--- src/viterbi_code_pkg.sv ---
`default_nettype none

package viterbi_code_pkg;

   localparam int STATE_W    = 3;
   localparam int NUM_STATES = 8;

   // taps over the register {input bit, state}
   localparam logic [3:0] GEN0 = 4'b1111;
   localparam logic [3:0] GEN1 = 4'b1101;

   typedef logic [1:0]            symbol_t;    // {GEN0 parity, GEN1 parity}
   typedef logic [1:0]            bm_t;        // hamming distance 0..2
   typedef logic [STATE_W-1:0]    state_t;     // last three inputs, newest in bit 2
   typedef logic [NUM_STATES-1:0] decision_t;  // bit n set: state n came from odd pred

   // code pair sent when input bit b leaves state s
   function automatic symbol_t code_symbol(input logic b, input state_t s);
      logic [3:0] sr;
      sr = {b, s};
      return {^(sr & GEN0), ^(sr & GEN1)};
   endfunction

   function automatic bm_t hamming(input symbol_t a, input symbol_t b);
      symbol_t diff;
      diff = a ^ b;
      return bm_t'(diff[1]) + bm_t'(diff[0]);
   endfunction

endpackage

`default_nettype wire

--- src/viterbi_mem_pkg.sv ---
`default_nettype none

package viterbi_mem_pkg;

   localparam int NUM_BANKS = 4;

   typedef logic [$clog2(NUM_BANKS)-1:0] bank_idx_t;

   // read banks relative to the write bank
   localparam bank_idx_t TRAIN_OFS  = 2'd3;  // newest full bank
   localparam bank_idx_t DECODE_OFS = 2'd1;  // oldest bank, next to be overwritten

   typedef enum logic [1:0] {
      TB_IDLE,
      TB_TRAIN,
      TB_DECODE
   } tb_phase_e;

endpackage

`default_nettype wire

--- src/branch_metric.sv ---
`timescale 1ns/1ps
`default_nettype none

module branch_metric (
   input  wire                                 clk,
   input  wire                                 rst,
   input  wire                                 enable_i,
   input  wire  viterbi_code_pkg::symbol_t     symbol_i,
   output viterbi_code_pkg::bm_t [viterbi_code_pkg::NUM_STATES-1:0] bm0_o,
   output viterbi_code_pkg::bm_t [viterbi_code_pkg::NUM_STATES-1:0] bm1_o,
   output logic                                bm_valid_o
);

   localparam int NS = viterbi_code_pkg::NUM_STATES;

   viterbi_code_pkg::bm_t [NS-1:0] bm0_d;
   viterbi_code_pkg::bm_t [NS-1:0] bm1_d;

   // distance of the symbol to both branches out of every state
   always_comb begin
      viterbi_code_pkg::state_t s;
      for (int i = 0; i < NS; i++) begin
         s        = viterbi_code_pkg::state_t'(i);
         bm0_d[i] = viterbi_code_pkg::hamming(viterbi_code_pkg::code_symbol(1'b0, s),
                                              symbol_i);
         bm1_d[i] = viterbi_code_pkg::hamming(viterbi_code_pkg::code_symbol(1'b1, s),
                                              symbol_i);
      end
   end

   always_ff @(posedge clk) begin
      bm0_o <= bm0_d;
      bm1_o <= bm1_d;
   end

   always_ff @(posedge clk or negedge rst) begin
      if (!rst)
         bm_valid_o <= 1'b0;
      else
         bm_valid_o <= enable_i;  // one symbol per enabled cycle
   end

endmodule

`default_nettype wire

--- src/acs_array.sv ---
`timescale 1ns/1ps
`default_nettype none

module acs_array #(
   parameter int PM_W = 8
) (
   input  wire                                 clk,
   input  wire                                 rst,
   input  wire                                 enable_i,
   input  wire  viterbi_code_pkg::bm_t [viterbi_code_pkg::NUM_STATES-1:0] bm0_i,
   input  wire  viterbi_code_pkg::bm_t [viterbi_code_pkg::NUM_STATES-1:0] bm1_i,
   input  wire                                 bm_valid_i,
   output viterbi_code_pkg::decision_t         dec_o,
   output logic                                dec_valid_o
);

   localparam int NS = viterbi_code_pkg::NUM_STATES;

   logic [PM_W-1:0]             pm_q [NS];  // path metrics
   logic [PM_W-1:0]             pm_d [NS];
   logic [NS-1:0]               valid_q;    // state reachable yet
   logic [NS-1:0]               valid_d;
   logic [NS-1:0]               msb;
   logic                        norm;
   viterbi_code_pkg::decision_t dec_d;

   // ------------------------------
   // normalization
   // ------------------------------
   always_comb begin
      for (int n = 0; n < NS; n++)
         msb[n] = pm_q[n][PM_W-1];
   end

   assign norm = &msb;  // all metrics in upper half

   // ------------------------------
   // butterflies
   // ------------------------------
   always_comb begin
      viterbi_code_pkg::state_t s;
      viterbi_code_pkg::state_t p0;
      viterbi_code_pkg::state_t p1;
      logic [PM_W-1:0]          base0;
      logic [PM_W-1:0]          base1;
      logic [PM_W-1:0]          sum0;
      logic [PM_W-1:0]          sum1;
      logic                     sel;
      for (int n = 0; n < NS; n++) begin
         s  = viterbi_code_pkg::state_t'(n);
         p0 = {s[1:0], 1'b0};
         p1 = {s[1:0], 1'b1};

         // drop the common msb before adding
         base0 = norm ? {1'b0, pm_q[p0][PM_W-2:0]} : pm_q[p0];
         base1 = norm ? {1'b0, pm_q[p1][PM_W-2:0]} : pm_q[p1];

         // input bit entering state n is s[2]
         sum0 = base0 + PM_W'(s[2] ? bm1_i[p0] : bm0_i[p0]);
         sum1 = base1 + PM_W'(s[2] ? bm1_i[p1] : bm0_i[p1]);

         // tie keeps the even predecessor
         sel = valid_q[p1] && (!valid_q[p0] || (sum1 < sum0));

         dec_d[n]   = sel;
         pm_d[n]    = sel ? sum1 : sum0;
         valid_d[n] = valid_q[p0] | valid_q[p1];
      end
   end

   always_ff @(posedge clk or negedge rst) begin
      if (!rst) begin
         valid_q     <= NS'(1);  // encoder starts in state 0
         pm_q        <= '{default: '0};
         dec_valid_o <= 1'b0;
      end else if (!enable_i) begin
         valid_q     <= NS'(1);
         pm_q        <= '{default: '0};
         dec_valid_o <= 1'b0;
      end else begin
         dec_valid_o <= bm_valid_i;
         if (bm_valid_i) begin
            valid_q <= valid_d;
            pm_q    <= pm_d;
         end
      end
   end

   always_ff @(posedge clk) begin
      if (bm_valid_i)
         dec_o <= dec_d;
   end

endmodule

`default_nettype wire

--- src/survivor_mem.sv ---
`timescale 1ns/1ps
`default_nettype none

module survivor_mem #(
   parameter int TB_LEN = 16
) (
   input  wire                                 clk,
   input  wire                                 rst,
   input  wire                                 enable_i,
   input  wire  viterbi_code_pkg::decision_t   dec_i,
   input  wire                                 dec_valid_i,
   output logic                                start0_o,
   output logic                                start1_o,
   output viterbi_code_pkg::decision_t         word0_o,
   output viterbi_code_pkg::decision_t         word1_o,
   output logic                                word_valid0_o,
   output logic                                word_valid1_o
);

   localparam int CNT_W = $clog2(TB_LEN);
   localparam int NB    = viterbi_mem_pkg::NUM_BANKS;

   viterbi_code_pkg::decision_t bank_q [NB][TB_LEN];

   logic [CNT_W-1:0]           wr_cnt;      // up, write address
   logic [CNT_W-1:0]           rd_cnt;      // down, read address
   viterbi_mem_pkg::bank_idx_t wr_bank;
   viterbi_mem_pkg::bank_idx_t trn_bank;
   viterbi_mem_pkg::bank_idx_t dec_bank;
   logic                       blk_end;
   logic                       first_done;  // one bank already full
   logic                       start;
   logic                       turn;        // unit to start next
   logic                       have_train;
   logic                       have_dec;

   assign blk_end  = dec_valid_i && (wr_cnt == CNT_W'(TB_LEN - 1));
   assign start    = blk_end && first_done;
   assign trn_bank = wr_bank + viterbi_mem_pkg::TRAIN_OFS;
   assign dec_bank = wr_bank + viterbi_mem_pkg::DECODE_OFS;

   // ------------------------------
   // write side
   // ------------------------------
   always_ff @(posedge clk) begin
      if (dec_valid_i)
         bank_q[wr_bank][wr_cnt] <= dec_i;
   end

   // ------------------------------
   // counters and bank rotation
   // ------------------------------
   always_ff @(posedge clk or negedge rst) begin
      if (!rst) begin
         wr_cnt     <= '0;
         rd_cnt     <= CNT_W'(TB_LEN - 1);
         wr_bank    <= '0;
         first_done <= 1'b0;
         turn       <= 1'b0;
         have_train <= 1'b0;
         have_dec   <= 1'b0;
      end else if (!enable_i) begin
         wr_cnt     <= '0;
         rd_cnt     <= CNT_W'(TB_LEN - 1);
         wr_bank    <= '0;
         first_done <= 1'b0;
         turn       <= 1'b0;
         have_train <= 1'b0;
         have_dec   <= 1'b0;
      end else begin
         if (dec_valid_i) begin
            wr_cnt <= wr_cnt + 1'b1;
            rd_cnt <= rd_cnt - 1'b1;
         end
         if (blk_end) begin
            wr_bank    <= wr_bank + 1'b1;
            first_done <= 1'b1;
         end
         if (start) begin
            turn       <= ~turn;
            have_train <= 1'b1;
            have_dec   <= have_train;  // decode begins one block later
         end
      end
   end

   // ------------------------------
   // start pulses and read routing
   // ------------------------------
   // the unit started last trains, the other one decodes
   always_ff @(posedge clk or negedge rst) begin
      if (!rst) begin
         start0_o      <= 1'b0;
         start1_o      <= 1'b0;
         word_valid0_o <= 1'b0;
         word_valid1_o <= 1'b0;
      end else if (!enable_i) begin
         start0_o      <= 1'b0;
         start1_o      <= 1'b0;
         word_valid0_o <= 1'b0;
         word_valid1_o <= 1'b0;
      end else begin
         start0_o      <= start && !turn;
         start1_o      <= start && turn;
         word_valid0_o <= dec_valid_i && (turn ? have_train : have_dec);
         word_valid1_o <= dec_valid_i && (turn ? have_dec : have_train);
      end
   end

   always_ff @(posedge clk) begin
      word0_o <= turn ? bank_q[trn_bank][rd_cnt] : bank_q[dec_bank][rd_cnt];
      word1_o <= turn ? bank_q[dec_bank][rd_cnt] : bank_q[trn_bank][rd_cnt];
   end

endmodule

`default_nettype wire

--- src/traceback_unit.sv ---
`timescale 1ns/1ps
`default_nettype none

module traceback_unit #(
   parameter int TB_LEN = 16
) (
   input  wire                                 clk,
   input  wire                                 rst,
   input  wire                                 enable_i,
   input  wire                                 start_i,
   input  wire  viterbi_code_pkg::decision_t   word_i,
   input  wire                                 word_valid_i,
   output logic                                bit_o,
   output logic                                bit_valid_o
);

   localparam int CNT_W = $clog2(TB_LEN);

   viterbi_mem_pkg::tb_phase_e phase_q;
   viterbi_code_pkg::state_t   state_q;  // current trellis state on the path
   logic [CNT_W-1:0]           cnt_q;    // words consumed in this phase
   logic                       step;
   logic                       last;

   assign step = word_valid_i && (phase_q != viterbi_mem_pkg::TB_IDLE);
   assign last = (cnt_q == CNT_W'(TB_LEN - 1));

   // start may coincide with the last decode word of the previous job
   always_ff @(posedge clk or negedge rst) begin
      if (!rst) begin
         phase_q     <= viterbi_mem_pkg::TB_IDLE;
         state_q     <= '0;
         cnt_q       <= '0;
         bit_valid_o <= 1'b0;
      end else if (!enable_i) begin
         phase_q     <= viterbi_mem_pkg::TB_IDLE;
         state_q     <= '0;
         cnt_q       <= '0;
         bit_valid_o <= 1'b0;
      end else begin
         bit_valid_o <= word_valid_i && (phase_q == viterbi_mem_pkg::TB_DECODE);
         if (start_i) begin
            phase_q <= viterbi_mem_pkg::TB_TRAIN;
            state_q <= '0;  // arbitrary start, training converges
            cnt_q   <= '0;
         end else if (step) begin
            state_q <= {state_q[1:0], word_i[state_q]};  // step to predecessor
            cnt_q   <= cnt_q + 1'b1;
            if (last) begin
               if (phase_q == viterbi_mem_pkg::TB_TRAIN)
                  phase_q <= viterbi_mem_pkg::TB_DECODE;
               else
                  phase_q <= viterbi_mem_pkg::TB_IDLE;
            end
         end
      end
   end

   // newest input bit sits in the state msb
   always_ff @(posedge clk) begin
      if (word_valid_i)
         bit_o <= state_q[2];
   end

endmodule

`default_nettype wire

--- src/output_reorder.sv ---
`timescale 1ns/1ps
`default_nettype none

module output_reorder #(
   parameter int TB_LEN = 16
) (
   input  wire  clk,
   input  wire  rst,
   input  wire  enable_i,
   input  wire  bit0_i,
   input  wire  bit_valid0_i,
   input  wire  bit1_i,
   input  wire  bit_valid1_i,
   output logic d_out_o,
   output logic d_valid_o
);

   localparam int CNT_W = $clog2(TB_LEN);

   logic [TB_LEN-1:0] half_q [2];  // two block buffers
   logic              fill_half;   // half being written
   logic [CNT_W-1:0]  wr_addr;     // descending
   logic [CNT_W-1:0]  rd_addr;     // ascending
   logic              rd_active;
   logic              in_bit;
   logic              in_vld;
   logic              half_done;

   // only one traceback unit decodes at a time
   assign in_vld    = bit_valid0_i | bit_valid1_i;
   assign in_bit    = bit_valid0_i ? bit0_i : bit1_i;
   assign half_done = in_vld && (wr_addr == '0);

   always_ff @(posedge clk) begin
      if (in_vld)
         half_q[fill_half][wr_addr] <= in_bit;
   end

   always_ff @(posedge clk or negedge rst) begin
      if (!rst) begin
         fill_half <= 1'b0;
         wr_addr   <= CNT_W'(TB_LEN - 1);
         rd_addr   <= '0;
         rd_active <= 1'b0;
      end else if (!enable_i) begin
         fill_half <= 1'b0;
         wr_addr   <= CNT_W'(TB_LEN - 1);
         rd_addr   <= '0;
         rd_active <= 1'b0;
      end else begin
         if (in_vld)
            wr_addr <= wr_addr - 1'b1;
         if (half_done) begin
            fill_half <= ~fill_half;  // swap halves
            rd_addr   <= '0;
            rd_active <= 1'b1;
         end else if (rd_active) begin
            rd_addr <= rd_addr + 1'b1;
            if (rd_addr == CNT_W'(TB_LEN - 1))
               rd_active <= 1'b0;     // no new block ready
         end
      end
   end

   // read the half that is not filling
   assign d_out_o   = half_q[~fill_half][rd_addr];
   assign d_valid_o = rd_active;

endmodule

`default_nettype wire

--- src/viterbi_decoder.sv ---
`timescale 1ns/1ps
`default_nettype none

module viterbi_decoder #(
   parameter int TB_LEN = 16,
   parameter int PM_W   = 8
) (
   input  wire                             clk,
   input  wire                             rst,
   input  wire                             enable_i,
   input  wire  viterbi_code_pkg::symbol_t symbol_i,
   output logic                            d_out_o,
   output logic                            d_valid_o
);

   localparam int NS = viterbi_code_pkg::NUM_STATES;

   viterbi_code_pkg::bm_t [NS-1:0] bm0;
   viterbi_code_pkg::bm_t [NS-1:0] bm1;
   logic                           bm_valid;
   viterbi_code_pkg::decision_t    dec;
   logic                           dec_valid;
   logic                           start0;
   logic                           start1;
   viterbi_code_pkg::decision_t    word0;
   viterbi_code_pkg::decision_t    word1;
   logic                           word_valid0;
   logic                           word_valid1;
   logic                           bit0;
   logic                           bit1;
   logic                           bit_valid0;
   logic                           bit_valid1;

   // ------------------------------
   // metric path
   // ------------------------------
   branch_metric u_bm (
      .clk        (clk),
      .rst        (rst),
      .enable_i   (enable_i),
      .symbol_i   (symbol_i),
      .bm0_o      (bm0),
      .bm1_o      (bm1),
      .bm_valid_o (bm_valid)
   );

   acs_array #(.PM_W(PM_W)) u_acs (
      .clk         (clk),
      .rst         (rst),
      .enable_i    (enable_i),
      .bm0_i       (bm0),
      .bm1_i       (bm1),
      .bm_valid_i  (bm_valid),
      .dec_o       (dec),
      .dec_valid_o (dec_valid)
   );

   // ------------------------------
   // survivor path
   // ------------------------------
   survivor_mem #(.TB_LEN(TB_LEN)) u_smem (
      .clk           (clk),
      .rst           (rst),
      .enable_i      (enable_i),
      .dec_i         (dec),
      .dec_valid_i   (dec_valid),
      .start0_o      (start0),
      .start1_o      (start1),
      .word0_o       (word0),
      .word1_o       (word1),
      .word_valid0_o (word_valid0),
      .word_valid1_o (word_valid1)
   );

   traceback_unit #(.TB_LEN(TB_LEN)) u_tbu_0 (
      .clk          (clk),
      .rst          (rst),
      .enable_i     (enable_i),
      .start_i      (start0),
      .word_i       (word0),
      .word_valid_i (word_valid0),
      .bit_o        (bit0),
      .bit_valid_o  (bit_valid0)
   );

   traceback_unit #(.TB_LEN(TB_LEN)) u_tbu_1 (
      .clk          (clk),
      .rst          (rst),
      .enable_i     (enable_i),
      .start_i      (start1),
      .word_i       (word1),
      .word_valid_i (word_valid1),
      .bit_o        (bit1),
      .bit_valid_o  (bit_valid1)
   );

   output_reorder #(.TB_LEN(TB_LEN)) u_reorder (
      .clk          (clk),
      .rst          (rst),
      .enable_i     (enable_i),
      .bit0_i       (bit0),
      .bit_valid0_i (bit_valid0),
      .bit1_i       (bit1),
      .bit_valid1_i (bit_valid1),
      .d_out_o      (d_out_o),
      .d_valid_o    (d_valid_o)
   );

endmodule

`default_nettype wire

--- config.mk ---
export PLATFORM = sky130hd
export DESIGN_NAME = viterbi_decoder
export DESIGN_NICKNAME = d
export VERILOG_FILES = /design/src/viterbi_code_pkg.sv /design/src/viterbi_mem_pkg.sv /design/src/branch_metric.sv /design/src/acs_array.sv /design/src/survivor_mem.sv /design/src/traceback_unit.sv /design/src/output_reorder.sv /design/src/viterbi_decoder.sv
export SDC_FILE = /design/constraint.sdc
export NUM_CORES = 1
export LEC_CHECK = 0
export BUFFER_PORTS_ARGS = -buffer_cell sky130_fd_sc_hd__buf_2
export CORE_ASPECT_RATIO = 0.9
export CORE_MARGIN = 3
export CORE_UTILIZATION = 38
export CTS_CLUSTER_DIAMETER = 60
export DETAILED_ROUTE_END_ITERATION = 16
export PLACE_DENSITY = 0.54
export RECOVER_POWER = 50
export SYNTH_ARGS = -nofsm -noshare
export SYNTH_HDL_FRONTEND = slang
export SYNTH_SLANG_ARGS = --single-unit
--- constraint.sdc ---
create_clock -name clk -period 6.4 [get_ports clk]
set_input_delay 0.64 -clock clk [delete_from_list [all_inputs] [get_ports clk]]
set_output_delay 0.64 -clock clk [all_outputs]
set_load 0.05 [all_outputs]
==> qor.txt, run 1 <==
==================================================================================================
Outcome ............................................................................. complete, but fails checks
Failing checks ...................................................................... max-capacitance violations, max-slew violations
Number of antenna-violating nets in the routed design ...............................            0
Largest net degree at the start of global routing ...................................          118
Post-synthesis instance area ........................................................  0.0358 mm^2
Overflow left after global routing ..................................................            0
CTS sink cnt ........................................................................          694
Total setup violations reported at the end of the flow ..............................            0
Crit Reg-Reg Startpoint ............................................................. u_smem.wr_bank[0]$_DFFE_PN0P_
Rows ................................................................................          106
Worst path arrival time .............................................................      4.94 ns
Routed wire per std cell ............................................................      27.1 um
Antenna diode instance count ........................................................            0
Violation count after the first detailed-route iteration ............................         2802
Cell at the root of the clock tree .................................................. sky130_fd_sc_hd__clkbuf_16
Rel. slew slack .....................................................................        -164%
Power share of the sequential group .................................................        48.6%
HP Class ............................................................................ input pin to register
Horizontal die dimension ............................................................       330 um
Cts-stage hold buffer count .........................................................            0
Post-route met1 wirelength ..........................................................     45500 um
Internal power consumption ..........................................................      7.86 mW
Switching power share of the total ..................................................        24.6%
WP data required ....................................................................      6.97 ns
Power share of the clock group ......................................................        44.8%
Total Neg Setup Slack ...............................................................         0 ns
Peak supply drop ....................................................................     0.201 mV
DRC errors left .....................................................................            0
Via count of the first global-routing pass ..........................................        22500
Largest driver fanout on the critical path ..........................................           35
Power density relative to cell area .................................................  265 mW/mm^2
Final hold slack ....................................................................     0.319 ns
Gate power share ....................................................................         6.6%
DP Wirelength .......................................................................     66500 um
Leading cell type in the layout, fill and taps excluded ............................. sky130_fd_sc_hd__edfxtp_1
Clock latency on the worst-skew pair ................................................      0.65 ns
Number of enable-type register cells in the synthesized netlist .....................          554
Post_cts resized ....................................................................            0
Final max-slew violation count ......................................................          622
# port buffers ......................................................................            6
Number of buffers on the longest clock path .........................................            3
Peak clock frequency supported by timing ............................................      229 MHz
Total routed wirelength .............................................................    101000 um
Height of the die ...................................................................       297 um
Static leakage ......................................................................      13.4 nW
Post-synth cell types ...............................................................           80
Wire length of the first global-routing pass ........................................    152000 um
Warnings, synthesis .................................................................            0
Inserted Clock Buffers ..............................................................           82
Number of standard cells in the layout, taps in and fillers out .....................         3737
Classification of the worst setup path .............................................. register to register
Average vias per placed instance ....................................................         6.10
Core area ...........................................................................  0.0931 mm^2
Post-route minimum period ...........................................................      4.37 ns
Leading cell types in the layout, fill and taps excluded ............................ sky130_fd_sc_hd__edfxtp_1 (554), sky130_fd_sc_hd__nand2_1 (192), sky130_fd_sc_hd__mux4_2 (180)
Cell Area, Placed ...................................................................  0.0366 mm^2
Overall power consumption ...........................................................      10.4 mW
Number of fillers in the final layout ...............................................         8432
Final std cell area, no fill ........................................................  0.0393 mm^2
Worst clock skew ....................................................................    0.0352 ns
Antenna violations before repair ....................................................            1
Primary flip-flop cell chosen by synthesis mapping .................................. sky130_fd_sc_hd__edfxtp_1
Number of hold-slack violations in the final timing report ..........................            0
Placed insts ........................................................................         3584
Sequential area share after synthesis ...............................................        56.0%
Worst slew pin tran .................................................................      3.95 ns
Period Utilization, post-route ......................................................        68.3%
Flip-flop and latch count after synthesis ...........................................          694
Via count ...........................................................................        22800
Top routing layer in use ............................................................         met4
H-Tree Depth ........................................................................            3
Average instance area after synthesis ...............................................    14.5 um^2
Starting utilization of the core area ...............................................        38.4%
GPL Wtd Cong ........................................................................        0.937
Syn_nets ............................................................................         2597
Overall fraction of global-route tracks in use ......................................        20.6%
Unrepaired setup endpoints after global routing .....................................           no
Drt first pass iters ................................................................            8
Post-CTS setup buffers ..............................................................            0
Ports ...............................................................................            7
Startpoint type of the worst setup path .............................................     register
Gate Count Post-Synth ...............................................................         2475
Critical path capture point type ....................................................     register
Clock transition time at the flip-flop clock pins of the worst setup and hold paths .      0.07 ns
Synthesis-to-finish area growth .....................................................        9.76%
Layout Nets .........................................................................         2548
Critical path launch point .......................................................... u_smem.wr_bank[0]$_DFFE_PN0P_
Origin of the worst min-delay path ..................................................  symbol_i[1]
Detailed route wirelength on metal2 .................................................     44900 um
Sum of met3 wire segment lengths after detailed routing .............................      8690 um
Ratio of cells with drive above 1 in the final layout ...............................        15.8%
Max_cap viols .......................................................................           10
TritonCTS clock tree ................................................................         done
Die Footprint .......................................................................  0.0979 mm^2
Fraction of synthesis flops using an asynchronous set or reset pin ..................        17.0%
Net switching power figure ..........................................................      2.56 mW
==================================================================================================
==> cell families after synthesis <==
logic type               after synthesis  share of synthesized area (%)
flip-flops                           694                           56.0
AO/OA/AOI/OAI                        390                           7.81
AND/OR/NAND/NOR                      642                           9.04
multiplexers                         315                           16.7
buffers and inverters                206                           3.34
adder cells (fa/ha/maj)              117                           4.43
XOR/XNOR                             111                           2.72
==> per-layer routing <==
| layer | global-route usage (%) | up-vias |
|---|---|---|
| li1 | - | 9781 |
| met1 | 31.3 | 11800 |
| met2 | 30.1 | 1029 |
| met3 | 4.22 | 153 |
| met4 | 5.53 | 0 |
| met5 | 0 | - |
==> synth_stat cells, types with 22 or more instances <==
library cell / n / area [um^2]
sky130_fd_sc_hd__xor2_1: 54 / 473
sky130_fd_sc_hd__mux2i_1: 77 / 771
sky130_fd_sc_hd__nor2_1: 118 / 443
sky130_fd_sc_hd__a21o_1: 35 / 263
sky130_fd_sc_hd__ha_1: 101 / 1260
sky130_fd_sc_hd__clkbuf_1: 89 / 334
sky130_fd_sc_hd__buf_2: 29 / 145
sky130_fd_sc_hd__xnor2_1: 57 / 499
sky130_fd_sc_hd__o21ai_0: 58 / 290
sky130_fd_sc_hd__nand2_1: 192 / 721
sky130_fd_sc_hd__mux4_2: 180 / 4050
sky130_fd_sc_hd__a21oi_1: 53 / 265
sky130_fd_sc_hd__o22ai_1: 31 / 194
sky130_fd_sc_hd__o221ai_1: 28 / 245
sky130_fd_sc_hd__dfxtp_1: 22 / 440
sky130_fd_sc_hd__mux4_1: 32 / 841
sky130_fd_sc_hd__nor2b_1: 25 / 156
sky130_fd_sc_hd__and3_1: 72 / 450
sky130_fd_sc_hd__nand4_1: 23 / 144
sky130_fd_sc_hd__dfrtp_1: 109 / 2730
sky130_fd_sc_hd__mux2_2: 25 / 282
sky130_fd_sc_hd__nand3_1: 69 / 345
sky130_fd_sc_hd__edfxtp_1: 554 / 16600
sky130_fd_sc_hd__inv_1: 29 / 109
==> registers in the layout, indices dropped and copies added, names as in the netlist, 5 cells and up <==
name and count:
u_reorder.half_q 32, u_bm.bm1_o 5, u_acs.msb 8, u_acs.dec_o 8
u_smem.word0_o 8, u_acs.pm_q 56, u_smem.word1_o 8, u_smem.bank_q 512
==> power by group through the flow <==
stage                     registers, mW  clock network [mW]  logic, mW
after floorplan                    5.13                   0      0.406
after global routing               5.06                4.95      0.753
final                              5.06                4.67      0.691
after detailed placement           5.13                   0      0.686
after CTS                          5.04                4.77      0.689
after global placement             5.13                   0      0.676
==> path summary, 6_finish.rpt <==
check | endpoint | slack, ns | cells past startpoint
max in group asynchronous | u_tbu_1.phase_q[0]$_DFFE_PN0P_ | 2.04 | 2
max reg2reg | u_smem.word1_o[3]$_DFF_P_ | 2.03 | 10
max | u_smem.word1_o[3]$_DFF_P_ | 2.03 | 10
min | u_bm.bm1_o[15]$_DFF_P_ | 0.32 | 2
min in group asynchronous | u_tbu_0.cnt_q[2]$_DFFE_PN0P_ | 1.38 | 1
min reg2reg | u_smem.first_done$_DFFE_PN0P_ | 0.49 | 1
==> cell type report <==
cell class	count	area [um^2]	share of cell area, %
flip-flops and latches	694	20000	51.0
multi-input cells	1575	14600	37.1
clock inverters	61	622	1.58
well taps	1242	1550	3.96
clock buffers	92	2090	5.32
inverters	32	120	0.306
repair buffers	41	280	0.713
==> metrics by stage <==
| stage | worst slack, ns | util, % |
|---|---|---|
| after floorplan | 2.98 | - |
| after global placement | 2.21 | 39.3 |
| after detailed placement | 2.14 | 39.3 |
| after CTS | 2.11 | 42.2 |
| after global routing | 1.04 | 42.2 |
| final | 2.03 | 42.2 |
==> worst max-delay path: stages (launching register included) <==
cell and delay (ns):
sky130_fd_sc_hd__dfrtp_4 0.80, sky130_fd_sc_hd__inv_1 0.08, sky130_fd_sc_hd__buf_4 0.25, sky130_fd_sc_hd__ha_4 0.64, sky130_fd_sc_hd__buf_4 0.46, sky130_fd_sc_hd__nand3b_2 0.50
sky130_fd_sc_hd__o221ai_1 0.45, sky130_fd_sc_hd__a2111oi_0 0.14, sky130_fd_sc_hd__a2111oi_2 0.64, sky130_fd_sc_hd__nor3_1 0.11, sky130_fd_sc_hd__a31oi_1 0.17
Note: power is estimated with default switching activity, not from simulation.
==> inputs of run 2 (changes only) <==
--- a/config.mk
+++ b/config.mk
@@ -11,7 +11,7 @@
 export CORE_UTILIZATION = 38
 export CTS_CLUSTER_DIAMETER = 60
 export DETAILED_ROUTE_END_ITERATION = 16
-export PLACE_DENSITY = 0.54
+export PLACE_DENSITY = 0.56
 export RECOVER_POWER = 50
 export SYNTH_ARGS = -nofsm -noshare
 export SYNTH_HDL_FRONTEND = slang
==> constraint.sdc (replaced) <==
create_clock -name clk -period 3.7 [get_ports clk]
set_input_delay 0.37 -clock clk [delete_from_list [all_inputs] [get_ports clk]]
set_output_delay 0.37 -clock clk [all_outputs]
set_load 0.05 [all_outputs]
==> qor.txt, run 2 (synthesis gave the netlist of run 1 again) <==
==================================================================================================
Height of the die ...................................................................       297 um
Antenna violations before repair ....................................................            0
Placed insts ........................................................................         3630
Number of buffers on the longest clock path .........................................            3
Die Footprint .......................................................................  0.0979 mm^2
Leading cell types in the layout, fill and taps excluded ............................ sky130_fd_sc_hd__edfxtp_1 (554), sky130_fd_sc_hd__nand2_1 (192), sky130_fd_sc_hd__mux4_2 (180)
Final worst setup slack .............................................................     0.252 ns
Crit-path most repeated cell ........................................................ sky130_fd_sc_hd__ha_1
Layout Nets .........................................................................         2598
Worst path arrival time .............................................................      3.87 ns
Post-route minimum period ...........................................................      3.45 ns
Largest registers ................................................................... u_smem.bank_q (512), u_acs.pm_q (56), u_reorder.half_q (32)
Internal power consumption ..........................................................      14.0 mW
Register bank with the most flops ................................................... u_smem.bank_q
Failing checks ...................................................................... max-capacitance violations, max-slew violations
Peak clock frequency supported by timing ............................................      290 MHz
Largest driver fanout on the critical path ..........................................            8
Flip-flop count of the largest register after layout ................................          512
CP max-delay cell ................................................................... sky130_fd_sc_hd__dfxtp_1
HP Class ............................................................................ input pin to register
Post_cts resized ....................................................................            0
Cell at the root of the clock tree .................................................. sky130_fd_sc_hd__clkbuf_16
CTS sink cnt ........................................................................          694
Antenna diode instance count ........................................................            0
Power share of the sequential group .................................................        47.7%
Peak supply drop ....................................................................     0.311 mV
Leading cell type in the layout, fill and taps excluded ............................. sky130_fd_sc_hd__edfxtp_1
Largest stage delay on the critical path ............................................      0.64 ns
Total routed wirelength .............................................................     99700 um
Ports ...............................................................................            7
Startpoint type of the worst setup path .............................................     register
GPL Wtd Cong ........................................................................        0.914
Overflow left after global routing ..................................................            0
Gate power share ....................................................................         6.8%
Rel. slew slack .....................................................................        -103%
Total Neg Setup Slack ...............................................................         0 ns
Unrepaired setup endpoints after global routing .....................................           no
Overall fraction of global-route tracks in use ......................................        20.2%
H-Tree Depth ........................................................................            3
Ratio of cells with drive above 1 in the final layout ...............................        17.5%
Total setup violations reported at the end of the flow ..............................            0
Number of hold-slack violations in the final timing report ..........................            0
Worst slew pin tran .................................................................      3.04 ns
Number of fillers in the final layout ...............................................         8355
Drt first pass iters ................................................................            5
Core area ...........................................................................  0.0931 mm^2
Inserted Clock Buffers ..............................................................           82
Synthesis-to-finish area growth .....................................................        11.3%
WP data required ....................................................................      4.13 ns
Classification of the worst setup path .............................................. register to register
Final max-slew violation count ......................................................          511
Reg2Reg Depth .......................................................................           10
Max_cap viols .......................................................................            7
Routed wire per std cell ............................................................      26.3 um
Critical path capture point type ....................................................     register
DRC errors left .....................................................................            0
Number of standard cells in the layout, taps in and fillers out .....................         3788
Static leakage ......................................................................      13.7 nW
Power density relative to cell area .................................................  458 mW/mm^2
Final hold slack ....................................................................     0.291 ns
Cell chain of the critical path ..................................................... ha_1 -> a21o_1 -> nor2b_1 -> xor2_1 -> ha_1 -> and4_1 -> nand2_1 -> o2111a_1 -> nor2_1 -> o221ai_1
Power share of the clock group ......................................................        45.5%
Horizontal die dimension ............................................................       330 um
Overall power consumption ...........................................................      18.3 mW
Rows ................................................................................          106
Average vias per placed instance ....................................................         6.05
Worst clock skew ....................................................................    0.0456 ns
Switching power share of the total ..................................................        23.5%
Worst slack at placement ............................................................     0.260 ns
Min-Delay Path Depth ................................................................            2
Starting utilization of the core area ...............................................        38.4%
Largest net degree at the start of global routing ...................................          102
Period Utilization, post-route ......................................................        93.2%
Wire length of the first global-routing pass ........................................    150000 um
TritonCTS clock tree ................................................................         done
Net switching power figure ..........................................................      4.30 mW
# port buffers ......................................................................            6
Via count ...........................................................................        22900
DP Wirelength .......................................................................     66400 um
Via count of the first global-routing pass ..........................................        22800
Outcome ............................................................................. complete, but fails checks
Clock latency on the worst-skew pair ................................................      0.64 ns
Clock transition time at the flip-flop clock pins of the worst setup and hold paths .      0.06 ns
Violation count after the first detailed-route iteration ............................         2630
Number of antenna-violating nets in the routed design ...............................            0
==================================================================================================
==> run 2: cell count changes in the layout (fill, tap and decap cells not counted), sizes merged <==
| cell | delta |
|---|---|
| buf | +44 |
| clkbuf | +9 |
| inv | -6 |
| clkinv | -5 |
| bufinv | +4 |
| dlygate4sd3 | +4 |
| clkinvlp | +1 |
==> run 2: critical path, delay by kind of cell, from the launching register on <==
family / cells / cell delay (ns)
compound gates: 3 / 0.77
xor+xnor: 1 / 0.16
fa+ha+maj: 2 / 0.64
flops: 1 / 0.64
simple gates: 4 / 1.02
==> run 2: per-layer routing <==
layer,part of all wire [%],GRT usage (%)
met5,0,0
met1,45,30.7
met2,44,29.6
met3,8.4,4.19
met4,2.2,5.10
==> run 2: metrics by stage <==
step           utilization, %  instance area, um^2
2_1_floorplan               -                35800
3_3_place_gp             39.8                37000
3_5_place_dp             39.8                37000
4_1_cts                  42.8                39900
5_1_grt                  42.8                39800
6_report                 42.8                39800
==> run 2: area by class of cell <==
class / instances / area (um^2) / area share, %
flip-flops and latches: 694 / 20000 / 50.3
multi-input cells: 1575 / 14600 / 36.6
clock buffers: 99 / 2180 / 5.47
well taps: 1242 / 1550 / 3.90
repair buffers: 91 / 742 / 1.86
clock inverters: 55 / 629 / 1.58
inverters: 32 / 120 / 0.301
==> run 2: final timing paths <==
check | slack (ns) | startpoint | end
worst min-delay path | 0.29 | enable_i | u_smem.have_train$_DFFE_PN0P_
worst max-delay path | 0.25 | u_bm.bm1_o[11]$_DFF_P_ | u_acs.pm_q[61]$_DFFE_PN0P_
worst max register to register | 0.25 | u_bm.bm1_o[11]$_DFF_P_ | u_acs.pm_q[61]$_DFFE_PN0P_
worst min register to register | 0.49 | u_smem.first_done$_DFFE_PN0P_ | u_smem.first_done$_DFFE_PN0P_
max in group asynchronous | 0.68 | rst | u_smem.wr_bank[0]$_DFFE_PN0P_
min in group asynchronous | 1.09 | rst | u_tbu_1.phase_q[1]$_DFFE_PN0P_
==> run 2: timing repair <==
item / in CTS / in global routing
hold buffers: 4 / 0
endpoints found under the hold margin: 88 / 0
buffers inserted: 0 / 0
==> run 2: power by group through the flow <==
| stage | clock network, mW | logic, mW | registers [mW] |
|---|---|---|---|
| after floorplan | 0 | 0.703 | 8.88 |
| after global routing | 8.79 | 1.36 | 8.72 |
| after global placement | 0 | 1.21 | 8.85 |
| after detailed placement | 0 | 1.23 | 8.85 |
| final | 8.31 | 1.24 | 8.71 |
| after CTS | 8.45 | 1.24 | 8.69 |
